[config.mk]
export PLATFORM = sky130hd
export DESIGN_NAME = dbg_monitor_top
export DESIGN_NICKNAME = d
export VERILOG_FILES = /design/src/source/dbg_probe_pkg.sv /design/src/source/dbg_video_pkg.sv /design/src/source/dbg_cell_render.sv /design/src/source/dbg_led_select.sv /design/src/source/dbg_monitor_fsm.sv /design/src/source/dbg_monitor_top.sv /design/src/source/dbg_probe_bank.sv /design/src/source/dbg_scan_timer.sv
export VERILOG_INCLUDE_DIRS = /design/src /design/src/source
export SDC_FILE = /design/constraint.sdc
export NUM_CORES = 2
export LEC_CHECK = 0
export BUFFER_PORTS_ARGS = -buffer_cell sky130_fd_sc_hd__buf_4
export CORE_AREA = 3 3 421 423
export DETAILED_ROUTE_END_ITERATION = 6
export DIE_AREA = 0 0 424 426
export GPL_ROUTABILITY_DRIVEN = 1
export PLACE_DENSITY = 0.5
export SETUP_SLACK_MARGIN = 0.02
export SYNTH_ARGS = -nofsm -noshare
export SYNTH_HDL_FRONTEND = slang
export SYNTH_HIERARCHICAL = 1
export SYNTH_SLANG_ARGS = --single-unit
[constraint.sdc]
create_clock -name clk -period 5.7 [get_ports clk]
set_clock_uncertainty 0.1 [all_clocks]
set_input_delay 1.14 -clock clk [delete_from_list [all_inputs] [get_ports clk]]
set_output_delay 1.14 -clock clk [all_outputs]
set_load 0.05 [all_outputs]
[src/source/dbg_defines.svh]
`ifndef DBG_DEFINES_SVH
`define DBG_DEFINES_SVH

// Probe words from the CPU
`define DBG_WORD_W        16
`define DBG_NUM_PROBES    64

// Character grid
`define DBG_GRID_COLS     128
`define DBG_GRID_ROWS     8
`define DBG_SLOTS_PER_ROW 16

// clk cycles per character cell
`define DBG_CELL_DIV      4

`endif

[src/source/dbg_probe_pkg.sv]
`default_nettype none

`include "dbg_defines.svh"

package dbg_probe_pkg;

	////////////////////////////////////////////////////////////////////
	// Snapshot control
	////////////////////////////////////////////////////////////////////

	// Run, hold and single step
	typedef enum logic [1:0] {
		RUN       = 2'd0,
		HOLD      = 2'd1,
		STEP_WAIT = 2'd2
	} monitor_state_e;

	////////////////////////////////////////////////////////////////////
	// Probe addressing
	////////////////////////////////////////////////////////////////////

	localparam int PROBE_IDX_W = $clog2(`DBG_NUM_PROBES);

	// Index into the snapshot bank
	typedef logic [PROBE_IDX_W-1:0] probe_idx_t;

endpackage

`default_nettype wire

[src/source/dbg_video_pkg.sv]
`default_nettype none

`include "dbg_defines.svh"

package dbg_video_pkg;

	// What a grid cell shows, decoded by the renderer
	typedef enum logic [1:0] {
		CELL_SPACE  = 2'd0,
		CELL_HEADER = 2'd1,
		CELL_PROBE  = 2'd2
	} cell_kind_e;

	////////////////////////////////////////////////////////////////////
	// Grid coordinates
	////////////////////////////////////////////////////////////////////

	localparam int GRID_COL_W = $clog2(`DBG_GRID_COLS);
	localparam int GRID_ROW_W = $clog2(`DBG_GRID_ROWS);

	typedef logic [GRID_COL_W-1:0] grid_col_t;
	typedef logic [GRID_ROW_W-1:0] grid_row_t;

endpackage

`default_nettype wire

[src/source/dbg_cell_render.sv]
`timescale 1ns/100ps
`default_nettype none

`include "dbg_defines.svh"

module dbg_cell_render
	import dbg_probe_pkg::*;
	import dbg_video_pkg::*;
(
	input  logic                   clk,
	input  logic                   arst_n,
	input  logic                   cell_tick,
	input  grid_row_t              scan_row,
	input  grid_col_t              scan_col,
	input  logic [`DBG_WORD_W-1:0] grid_word,
	output probe_idx_t             grid_idx,
	output logic                   cell_valid,
	output grid_row_t              cell_row,
	output grid_col_t              cell_col,
	output logic                   vga_space,
	output logic [3:0]             vga_data
);

	localparam int SLOT_W     = $clog2(`DBG_SLOTS_PER_ROW);
	localparam int PROBE_ROWS = `DBG_NUM_PROBES / `DBG_SLOTS_PER_ROW;
	localparam int PROW_W     = $clog2(PROBE_ROWS);

	logic [SLOT_W-1:0] slot;
	logic [1:0]        nib_sel;
	grid_row_t         probe_row;
	cell_kind_e        kind;
	logic [3:0]        nibble;

	////////////////////////////////////////////////////////////////////
	// Cell decode
	////////////////////////////////////////////////////////////////////

	// Eight columns per slot: four nibbles then four blanks
	assign slot    = scan_col[SLOT_W+2:3];
	assign nib_sel = scan_col[1:0];

	assign probe_row = scan_row - 1'b1;
	assign grid_idx  = probe_idx_t'({probe_row[PROW_W-1:0], slot});

	always_comb begin
		if (scan_col[2])
			kind = CELL_SPACE;
		else if (scan_row == '0)
			kind = CELL_HEADER;
		else if (scan_row <= grid_row_t'(PROBE_ROWS))
			kind = CELL_PROBE;
		else
			kind = CELL_SPACE;
	end

	// Nibble 0 is the top of the word
	always_comb begin
		case (kind)
			CELL_HEADER: nibble = (nib_sel == 2'd3) ? 4'(slot) : 4'h0;
			CELL_PROBE:  nibble = grid_word[`DBG_WORD_W-1 - 4*nib_sel -: 4];
			default:     nibble = 4'h0;
		endcase
	end

	////////////////////////////////////////////////////////////////////
	// Output register
	////////////////////////////////////////////////////////////////////

	always_ff @(posedge clk or negedge arst_n) begin
		if (!arst_n) begin
			cell_valid <= 1'b0;
			cell_row   <= '0;
			cell_col   <= '0;
			vga_space  <= 1'b0;
			vga_data   <= '0;
		end else begin
			cell_valid <= cell_tick;
			if (cell_tick) begin
				cell_row  <= scan_row;
				cell_col  <= scan_col;
				vga_space <= (kind == CELL_SPACE);
				vga_data  <= nibble;
			end
		end
	end

	a_space_blank: assert property (@(posedge clk) disable iff (!arst_n)
		vga_space |-> vga_data == '0);

	// Cells are spaced by the tick divider
	a_valid_pulse: assert property (@(posedge clk) disable iff (!arst_n)
		cell_valid |=> !cell_valid);

endmodule

`default_nettype wire

[src/source/dbg_led_select.sv]
`timescale 1ns/100ps
`default_nettype none

`include "dbg_defines.svh"

module dbg_led_select import dbg_probe_pkg::*; (
	input  logic                   clk,
	input  logic                   arst_n,
	input  logic [15:0]            sw,
	input  logic [`DBG_WORD_W-1:0] led_word,
	output probe_idx_t             led_idx,
	output logic [15:0]            led_data
);

	localparam logic [7:0] NUM_PAGES = 8'(`DBG_NUM_PROBES);

	logic [7:0]  page;
	logic        page_hit;
	logic [15:0] led_nxt;

	////////////////////////////////////////////////////////////////////
	// Page decode
	////////////////////////////////////////////////////////////////////

	assign page     = sw[15:8];
	assign page_hit = (page < NUM_PAGES);
	assign led_idx  = page[PROBE_IDX_W-1:0];

	// Pages past the last probe echo the switches
	always_comb begin
		if (page_hit)
			led_nxt = 16'(led_word);
		else
			led_nxt = sw;
	end

	////////////////////////////////////////////////////////////////////
	// LED register
	////////////////////////////////////////////////////////////////////

	always_ff @(posedge clk or negedge arst_n) begin
		if (!arst_n)
			led_data <= '0;
		else
			led_data <= led_nxt;
	end

endmodule

`default_nettype wire

[src/source/dbg_monitor_fsm.sv]
`timescale 1ns/100ps
`default_nettype none

module dbg_monitor_fsm import dbg_probe_pkg::*; (
	input  logic clk,
	input  logic arst_n,
	input  logic freeze,
	input  logic step,
	input  logic frame_start,
	output logic snap,
	output logic frozen
);

	monitor_state_e state;
	monitor_state_e state_nxt;

	////////////////////////////////////////////////////////////////////
	// Next state
	////////////////////////////////////////////////////////////////////

	always_comb begin
		state_nxt = state;
		case (state)
			RUN: begin
				if (freeze)
					state_nxt = HOLD;
			end
			HOLD: begin
				// Releasing freeze wins over a step
				if (!freeze)
					state_nxt = RUN;
				else if (step)
					state_nxt = STEP_WAIT;
			end
			STEP_WAIT: begin
				if (frame_start)
					state_nxt = HOLD;
			end
			default: state_nxt = RUN;
		endcase
	end

	always_ff @(posedge clk or negedge arst_n) begin
		if (!arst_n) begin
			state  <= RUN;
			frozen <= 1'b0;
		end else begin
			state  <= state_nxt;
			frozen <= (state_nxt != RUN);
		end
	end

	// Snapshot on frame start, except while holding
	assign snap = frame_start && ((state == RUN) || (state == STEP_WAIT));

	// One-cycle strobe tied to the scan frame boundary
	a_snap_strobe: assert property (@(posedge clk) disable iff (!arst_n)
		$rose(snap) |-> frame_start ##1 !snap);

endmodule

`default_nettype wire

[src/source/dbg_monitor_top.sv]
`timescale 1ns/100ps
`default_nettype none

`include "dbg_defines.svh"

module dbg_monitor_top
	import dbg_probe_pkg::*;
	import dbg_video_pkg::*;
(
	input  logic                                         clk,
	input  logic                                         arst_n,
	input  logic [15:0]                                  sw,
	input  logic                                         freeze,
	input  logic                                         step,
	input  logic [`DBG_NUM_PROBES-1:0][`DBG_WORD_W-1:0] probe_word,
	output logic [15:0]                                  led_data,
	output logic                                         cell_valid,
	output grid_row_t                                    cell_row,
	output grid_col_t                                    cell_col,
	output logic                                         vga_space,
	output logic [3:0]                                   vga_data,
	output logic                                         frame_start,
	output logic                                         frozen
);

	logic                   cell_tick;
	grid_row_t              scan_row;
	grid_col_t              scan_col;
	logic                   snap;
	probe_idx_t             led_idx;
	probe_idx_t             grid_idx;
	logic [`DBG_WORD_W-1:0] led_word;
	logic [`DBG_WORD_W-1:0] grid_word;

	////////////////////////////////////////////////////////////////////
	// Scan and snapshot control
	////////////////////////////////////////////////////////////////////

	dbg_scan_timer scan_i (
		.clk         (clk),
		.arst_n      (arst_n),
		.cell_tick   (cell_tick),
		.scan_row    (scan_row),
		.scan_col    (scan_col),
		.frame_start (frame_start)
	);

	dbg_monitor_fsm fsm_i (
		.clk         (clk),
		.arst_n      (arst_n),
		.freeze      (freeze),
		.step        (step),
		.frame_start (frame_start),
		.snap        (snap),
		.frozen      (frozen)
	);

	dbg_probe_bank bank_i (
		.clk        (clk),
		.arst_n     (arst_n),
		.snap       (snap),
		.probe_word (probe_word),
		.led_idx    (led_idx),
		.grid_idx   (grid_idx),
		.led_word   (led_word),
		.grid_word  (grid_word)
	);

	////////////////////////////////////////////////////////////////////
	// Display paths
	////////////////////////////////////////////////////////////////////

	dbg_led_select led_i (
		.clk      (clk),
		.arst_n   (arst_n),
		.sw       (sw),
		.led_word (led_word),
		.led_idx  (led_idx),
		.led_data (led_data)
	);

	dbg_cell_render render_i (
		.clk        (clk),
		.arst_n     (arst_n),
		.cell_tick  (cell_tick),
		.scan_row   (scan_row),
		.scan_col   (scan_col),
		.grid_word  (grid_word),
		.grid_idx   (grid_idx),
		.cell_valid (cell_valid),
		.cell_row   (cell_row),
		.cell_col   (cell_col),
		.vga_space  (vga_space),
		.vga_data   (vga_data)
	);

endmodule

`default_nettype wire

[src/source/dbg_probe_bank.sv]
`timescale 1ns/100ps
`default_nettype none

`include "dbg_defines.svh"

module dbg_probe_bank import dbg_probe_pkg::*; (
	input  logic                                         clk,
	input  logic                                         arst_n,
	input  logic                                         snap,
	input  logic [`DBG_NUM_PROBES-1:0][`DBG_WORD_W-1:0] probe_word,
	input  probe_idx_t                                   led_idx,
	input  probe_idx_t                                   grid_idx,
	output logic [`DBG_WORD_W-1:0]                       led_word,
	output logic [`DBG_WORD_W-1:0]                       grid_word
);

	logic [`DBG_NUM_PROBES-1:0][`DBG_WORD_W-1:0] bank_q;

	////////////////////////////////////////////////////////////////////
	// Snapshot registers
	////////////////////////////////////////////////////////////////////

	// All probes captured on the same edge
	always_ff @(posedge clk or negedge arst_n) begin
		if (!arst_n)
			bank_q <= '0;
		else if (snap)
			bank_q <= probe_word;
	end

	////////////////////////////////////////////////////////////////////
	// Read ports
	////////////////////////////////////////////////////////////////////

	function automatic logic [`DBG_WORD_W-1:0] read_word(
		input logic [`DBG_NUM_PROBES-1:0][`DBG_WORD_W-1:0] bank,
		input probe_idx_t                                   idx
	);
		logic [`DBG_WORD_W-1:0] word;
		word = bank[idx];
		return word;
	endfunction

	// LED page
	always_comb begin
		led_word = read_word(bank_q, led_idx);
	end

	// Character grid
	always_comb begin
		grid_word = read_word(bank_q, grid_idx);
	end

endmodule

`default_nettype wire

[src/source/dbg_scan_timer.sv]
`timescale 1ns/100ps
`default_nettype none

`include "dbg_defines.svh"

module dbg_scan_timer import dbg_video_pkg::*; (
	input  logic      clk,
	input  logic      arst_n,
	output logic      cell_tick,
	output grid_row_t scan_row,
	output grid_col_t scan_col,
	output logic      frame_start
);

	localparam int DIV_W = (`DBG_CELL_DIV > 1) ? $clog2(`DBG_CELL_DIV) : 1;

	localparam logic [DIV_W-1:0] DIV_LAST = DIV_W'(`DBG_CELL_DIV - 1);
	localparam grid_col_t LAST_COL = grid_col_t'(`DBG_GRID_COLS - 1);
	localparam grid_row_t LAST_ROW = grid_row_t'(`DBG_GRID_ROWS - 1);

	logic [DIV_W-1:0] div_cnt;
	logic             last_col;
	logic             last_row;

	////////////////////////////////////////////////////////////////////
	// Cell tick divider
	////////////////////////////////////////////////////////////////////

	assign cell_tick = (div_cnt == DIV_LAST);

	always_ff @(posedge clk or negedge arst_n) begin
		if (!arst_n)
			div_cnt <= '0;
		else if (cell_tick)
			div_cnt <= '0;
		else
			div_cnt <= div_cnt + 1'b1;
	end

	////////////////////////////////////////////////////////////////////
	// Row and column scan
	////////////////////////////////////////////////////////////////////

	assign last_col = (scan_col == LAST_COL);
	assign last_row = (scan_row == LAST_ROW);

	// The tick that leaves the last cell enters row 0, column 0
	assign frame_start = cell_tick && last_col && last_row;

	always_ff @(posedge clk or negedge arst_n) begin
		if (!arst_n) begin
			scan_row <= '0;
			scan_col <= '0;
		end else if (cell_tick) begin
			if (last_col) begin
				scan_col <= '0;
				scan_row <= last_row ? '0 : scan_row + 1'b1;
			end else begin
				scan_col <= scan_col + 1'b1;
			end
		end
	end

	a_frame_on_tick: assert property (@(posedge clk) disable iff (!arst_n)
		frame_start |-> cell_tick ##1 (scan_row == '0 && scan_col == '0));

endmodule

`default_nettype wire

==> flow_summary_export.csv <==
group,metric,value,unit
sta,unrepaired_setup_endpoints_after_global_routing,"false",
yosys,synthAdderAreaFrac,0.199,%
finish,mostFrequentLayoutCell,"sky130_fd_sc_hd__buf_4",
clocking,cts_num_sinks,1071,
yosys,mappedNetlistNets,4762,
worst_setup_path,cp.required,6.31,ns
clocking,cts_buffer_count,131,
finish,layout.cells.most_common_list,"sky130_fd_sc_hd__buf_4 (1158), sky130_fd_sc_hd__mux2_2 (1145), sky130_fd_sc_hd__dfrtp_1 (1067)",
clocking,htree_levels,4,
place,gp_congestion,0.856,
routing,initial_drc_count,2819,
sta,final_hold_viol_count,0,
yosys,syn_inst,3709,
worst_setup_path,critical_path.reg2reg.startpoint,"scan_i/scan_col[5]$_DFFE_PN0P_",
sta,final_max_slew_viol_count,1,
routing,route.vias.total,39900,
clocking,clockBufferDepth,3,
sta,setup_viol_count_final,0,
worst_setup_path,reg2reg_slack,1.58,ns
global_routing,grt_max_degree,147,
yosys,yosys_warnings,6,
routing,detailedRoute.firstPassIterationCount,5,
sta,smallest_setup_slack_after_layout,1.53,ns
yosys,netlist.top_cell.by_area,"sky130_fd_sc_hd__dfrtp_1",
clocking,cts_root_buf,"sky130_fd_sc_hd__clkbuf_16",
worst_setup_path,worstSetupPathType,"in -> reg",
worst_setup_path,cp_slowest_cell,"sky130_fd_sc_hd__a211oi_1",
clocking,ctsHoldBuffers,0,
routing,wirelength,254,mm
routing,drt-wirelength-per-cell,35.4,um
routing,vias_per_cell,5.56,
worst_setup_path,cp_capture_type,"flop",
floorplanning,placeableCoreArea,0.174,mm^2
yosys,top_cell_type_s_share_of_synthesized_area,47.4,%
yosys,synth-seq-area-share,47.4,%
clocking,cts.clk_slew.worst_paths,0.06,ns
global_routing,grt_first_pass_wirelength,343,mm
place,placement.io_buffers,1077,
yosys,dominant_combinational_cell_family_by_area_after_synthesis,"multiplexers",
sta,timing.max_slew.rel_slack,-0.627,%
yosys,synth_compound_area_share,4.20,%
worst_setup_path,worstPathCellList,"buf_8 -> nand2b_2 -> buf_4 -> o22ai_1 -> a211oi_1 -> a211oi_1 -> nor4_1 -> mux2_4",
power_and_ir_drop,leakagePower,33.7,nW
place,dpl.hpwl,198,mm
floorplanning,ioPinCount,1078,
yosys,basic_gate_share_of_the_synthesized_area_counting_and_or_nand_and_nor_cells,1.87,%
worst_setup_path,max_stage_delay,0.99,ns
floorplanning,die_h,426,um
routing,antenna_violating_nets_post_route,0,
floorplanning,design.die.area,0.181,mm^2
power_and_ir_drop,vdd_ir_max,0.000272,V
worst_setup_path,path_buf_inv,2,
status,violations,"slew limit",
flow_run,maximum_capacitance_violations,0,
yosys,synth_ff_type,"sky130_fd_sc_hd__dfrtp_1",
global_routing,antenna_violations_before_repair,67,
routing,remaining_drc_errors,0,
yosys,async_reset_ff_share,100,%
finish,syn_to_final_growth,27.0,%
finish,fill_cells,16400,
floorplanning,placement_rows,153,
power_and_ir_drop,powerDensity,248,mW/mm^2
finish,multiInputGateArea,0.0281,mm^2
floorplanning,initial_utilization,32.5,%
finish,final_layout_size_suffix_gt1_share,62.8,%
worst_setup_path,startpoint_type,"primary input",
global_routing,number_of_global_route_vias_before_repair,41400,
sta,fin_setup_tns,0,ns
clocking,postCtsSetupBuffers,0,
yosys,synth_top_cells_by_area,"sky130_fd_sc_hd__dfrtp_1 (47%), sky130_fd_sc_hd__mux2_2 (23%), sky130_fd_sc_hd__mux4_2 (17%), sky130_fd_sc_hd__mux2i_1 (3.0%), sky130_fd_sc_hd__buf_2 (0.94%)",
worst_setup_path,critPathMostFrequentCell,"sky130_fd_sc_hd__a211oi_1",
sta,layout_min_cycle_time,4.17,ns
worst_setup_path,r2r-end,"render_i/vga_data[3]$_DFFE_PN0P_",
place,dp_worst_setup_slack,0.572,ns
worst_setup_path,worstRegToRegCells,7,
yosys,number_of_enable_flip_flop_cells_after_synthesis,0,
yosys,netlist-cell-type-count,57,
worst_setup_path,crit_family,"compound AO/OA/AOI/OAI gates",
status,status,"finished with violations",
finish,nets,5762,
global_routing,grt-ovfl-total,0,
sta,min_period_over_period,73.1,%
clocking,cts_tree,"built",
worst_setup_path,critPathMaxFanout,47,
yosys,post_synth.cell_area_avg,15.3,um^2
yosys,fraction_of_synthesized_cell_area_in_xor_and_xnor_cells,0.0619,%
floorplanning,chipWidth,424,um
sta,timing.fmax,240,MHz
worst_setup_path,cp_data_arrival_time,4.78,ns
finish,register_area,0.0268,mm^2
min_path,holdCritPathClass,"in -> async",
sta,tightest_slew,1.51,ns
yosys,ys_seq_elements,1071,
clocking,clock_latency_at_the_later_pin_of_the_worst_skew_pair,0.80,ns
global_routing,grt.total_usage,27.5,%
yosys,muxShareOfSynthArea,43.3,%
clocking,cts.repair.resized,0,
yosys,syn-cell-area,0.0566,mm^2
-- layer usage --
metal | GRT usage (%) | part of all wire [%] | vias to the layer above
met5 | 0 | 0.091 | -
met4 | 12.9 | 4.8 | 32
met3 | 5.62 | 5.7 | 377
met2 | 47.0 | 51 | 1445
met1 | 33.3 | 39 | 21400
li1 | - | - | 16600
-- cell type report --
type | instances | share of cell area (%)
repair buffers | 1192 | 13.0
clock buffers | 189 | 5.31
multi-input cells | 2299 | 39.1
well taps | 2325 | 4.05
diodes | 37 | 0.129
clock inverters | 50 | 0.989
flip-flops and latches | 1071 | 37.3
inverters | 14 | 0.0731
-- power breakdown --
part           internal, mW  total, mW  switching, mW
clock network          5.17       8.83           3.65
logic                 0.632       1.38          0.752
registers              7.61       7.63         0.0133
-- metrics by stage --
stage	cells	util, %	power, mW	cell area [um^2]	hold slack (ns)
2_1_floorplan	3709	-	8.07	56600	0.303
3_3_place_gp	6898	38.7	9.17	67200	0.314
3_5_place_dp	6901	38.7	9.17	67300	0.320
4_1_cts	7140	41.3	18.1	71800	0.306
5_1_grt	7166	41.3	18.4	71800	0.287
6_report	7177	41.4	17.8	71900	0.275
-- flip-flops by register name, summed over array words and instances, names as in the netlist --
name	count
render_i/cell_col	7
bank_i/bank_q	1024
fsm_i/frozen	1
scan_i/scan_col	7
scan_i/div_cnt	2
led_i/led_data	16
fsm_i/state	2
render_i/vga_data	4
scan_i/scan_row	3
render_i/cell_valid	1
render_i/cell_row	3
render_i/vga_space	1
-- logic make-up (layout without fill, tap and decap cells) --
group | count (synthesis) | in the layout
mux | 1758 | 1758
buf+inv | 339 | 1445
fa+ha+maj | 9 | 9
flops | 1071 | 1071
compound gates | 327 | 327
xor+xnor | 4 | 4
simple gates | 201 | 201
other cells | 0 | 37
-- worst reg2reg max path, delay by kind of cell, from the launching register on --
kind | cells | cell delay, ns
and+or+nand+nor | 1 | 0.11
muxes | 2 | 0.78
AOI/OAI and AO/OA | 3 | 1.66
buffers and inverters | 1 | 0.42
DFF | 1 | 1.00
-- synth_stat cells (32+ instances only) --
cell type                     n
sky130_fd_sc_hd__mux2i_1    171
sky130_fd_sc_hd__o22ai_1     46
sky130_fd_sc_hd__nand2_1     58
sky130_fd_sc_hd__buf_2      106
sky130_fd_sc_hd__dfrtp_1   1071
sky130_fd_sc_hd__buf_4       43
sky130_fd_sc_hd__a221oi_1    35
sky130_fd_sc_hd__a211oi_1    60
sky130_fd_sc_hd__mux4_2     432
sky130_fd_sc_hd__a22oi_1     65
sky130_fd_sc_hd__a21oi_1     32
sky130_fd_sc_hd__mux2_2    1145
sky130_fd_sc_hd__clkbuf_1   137
-- worst max-delay path by stage --
stage                     startpoint                          end  depth (start not counted)
final                          sw[8]  led_i/led_data[5]$_DFF_PN0_                          8
after global routing           sw[8]  led_i/led_data[5]$_DFF_PN0_                          8
after CTS                      sw[8]  led_i/led_data[5]$_DFF_PN0_                          8
after detailed placement       sw[8]  led_i/led_data[5]$_DFF_PN0_                          8
after global placement         sw[8]  led_i/led_data[6]$_DFF_PN0_                          8
after floorplan                sw[8]  led_i/led_data[8]$_DFF_PN0_                          9
(Power assumes the default switching activity.)
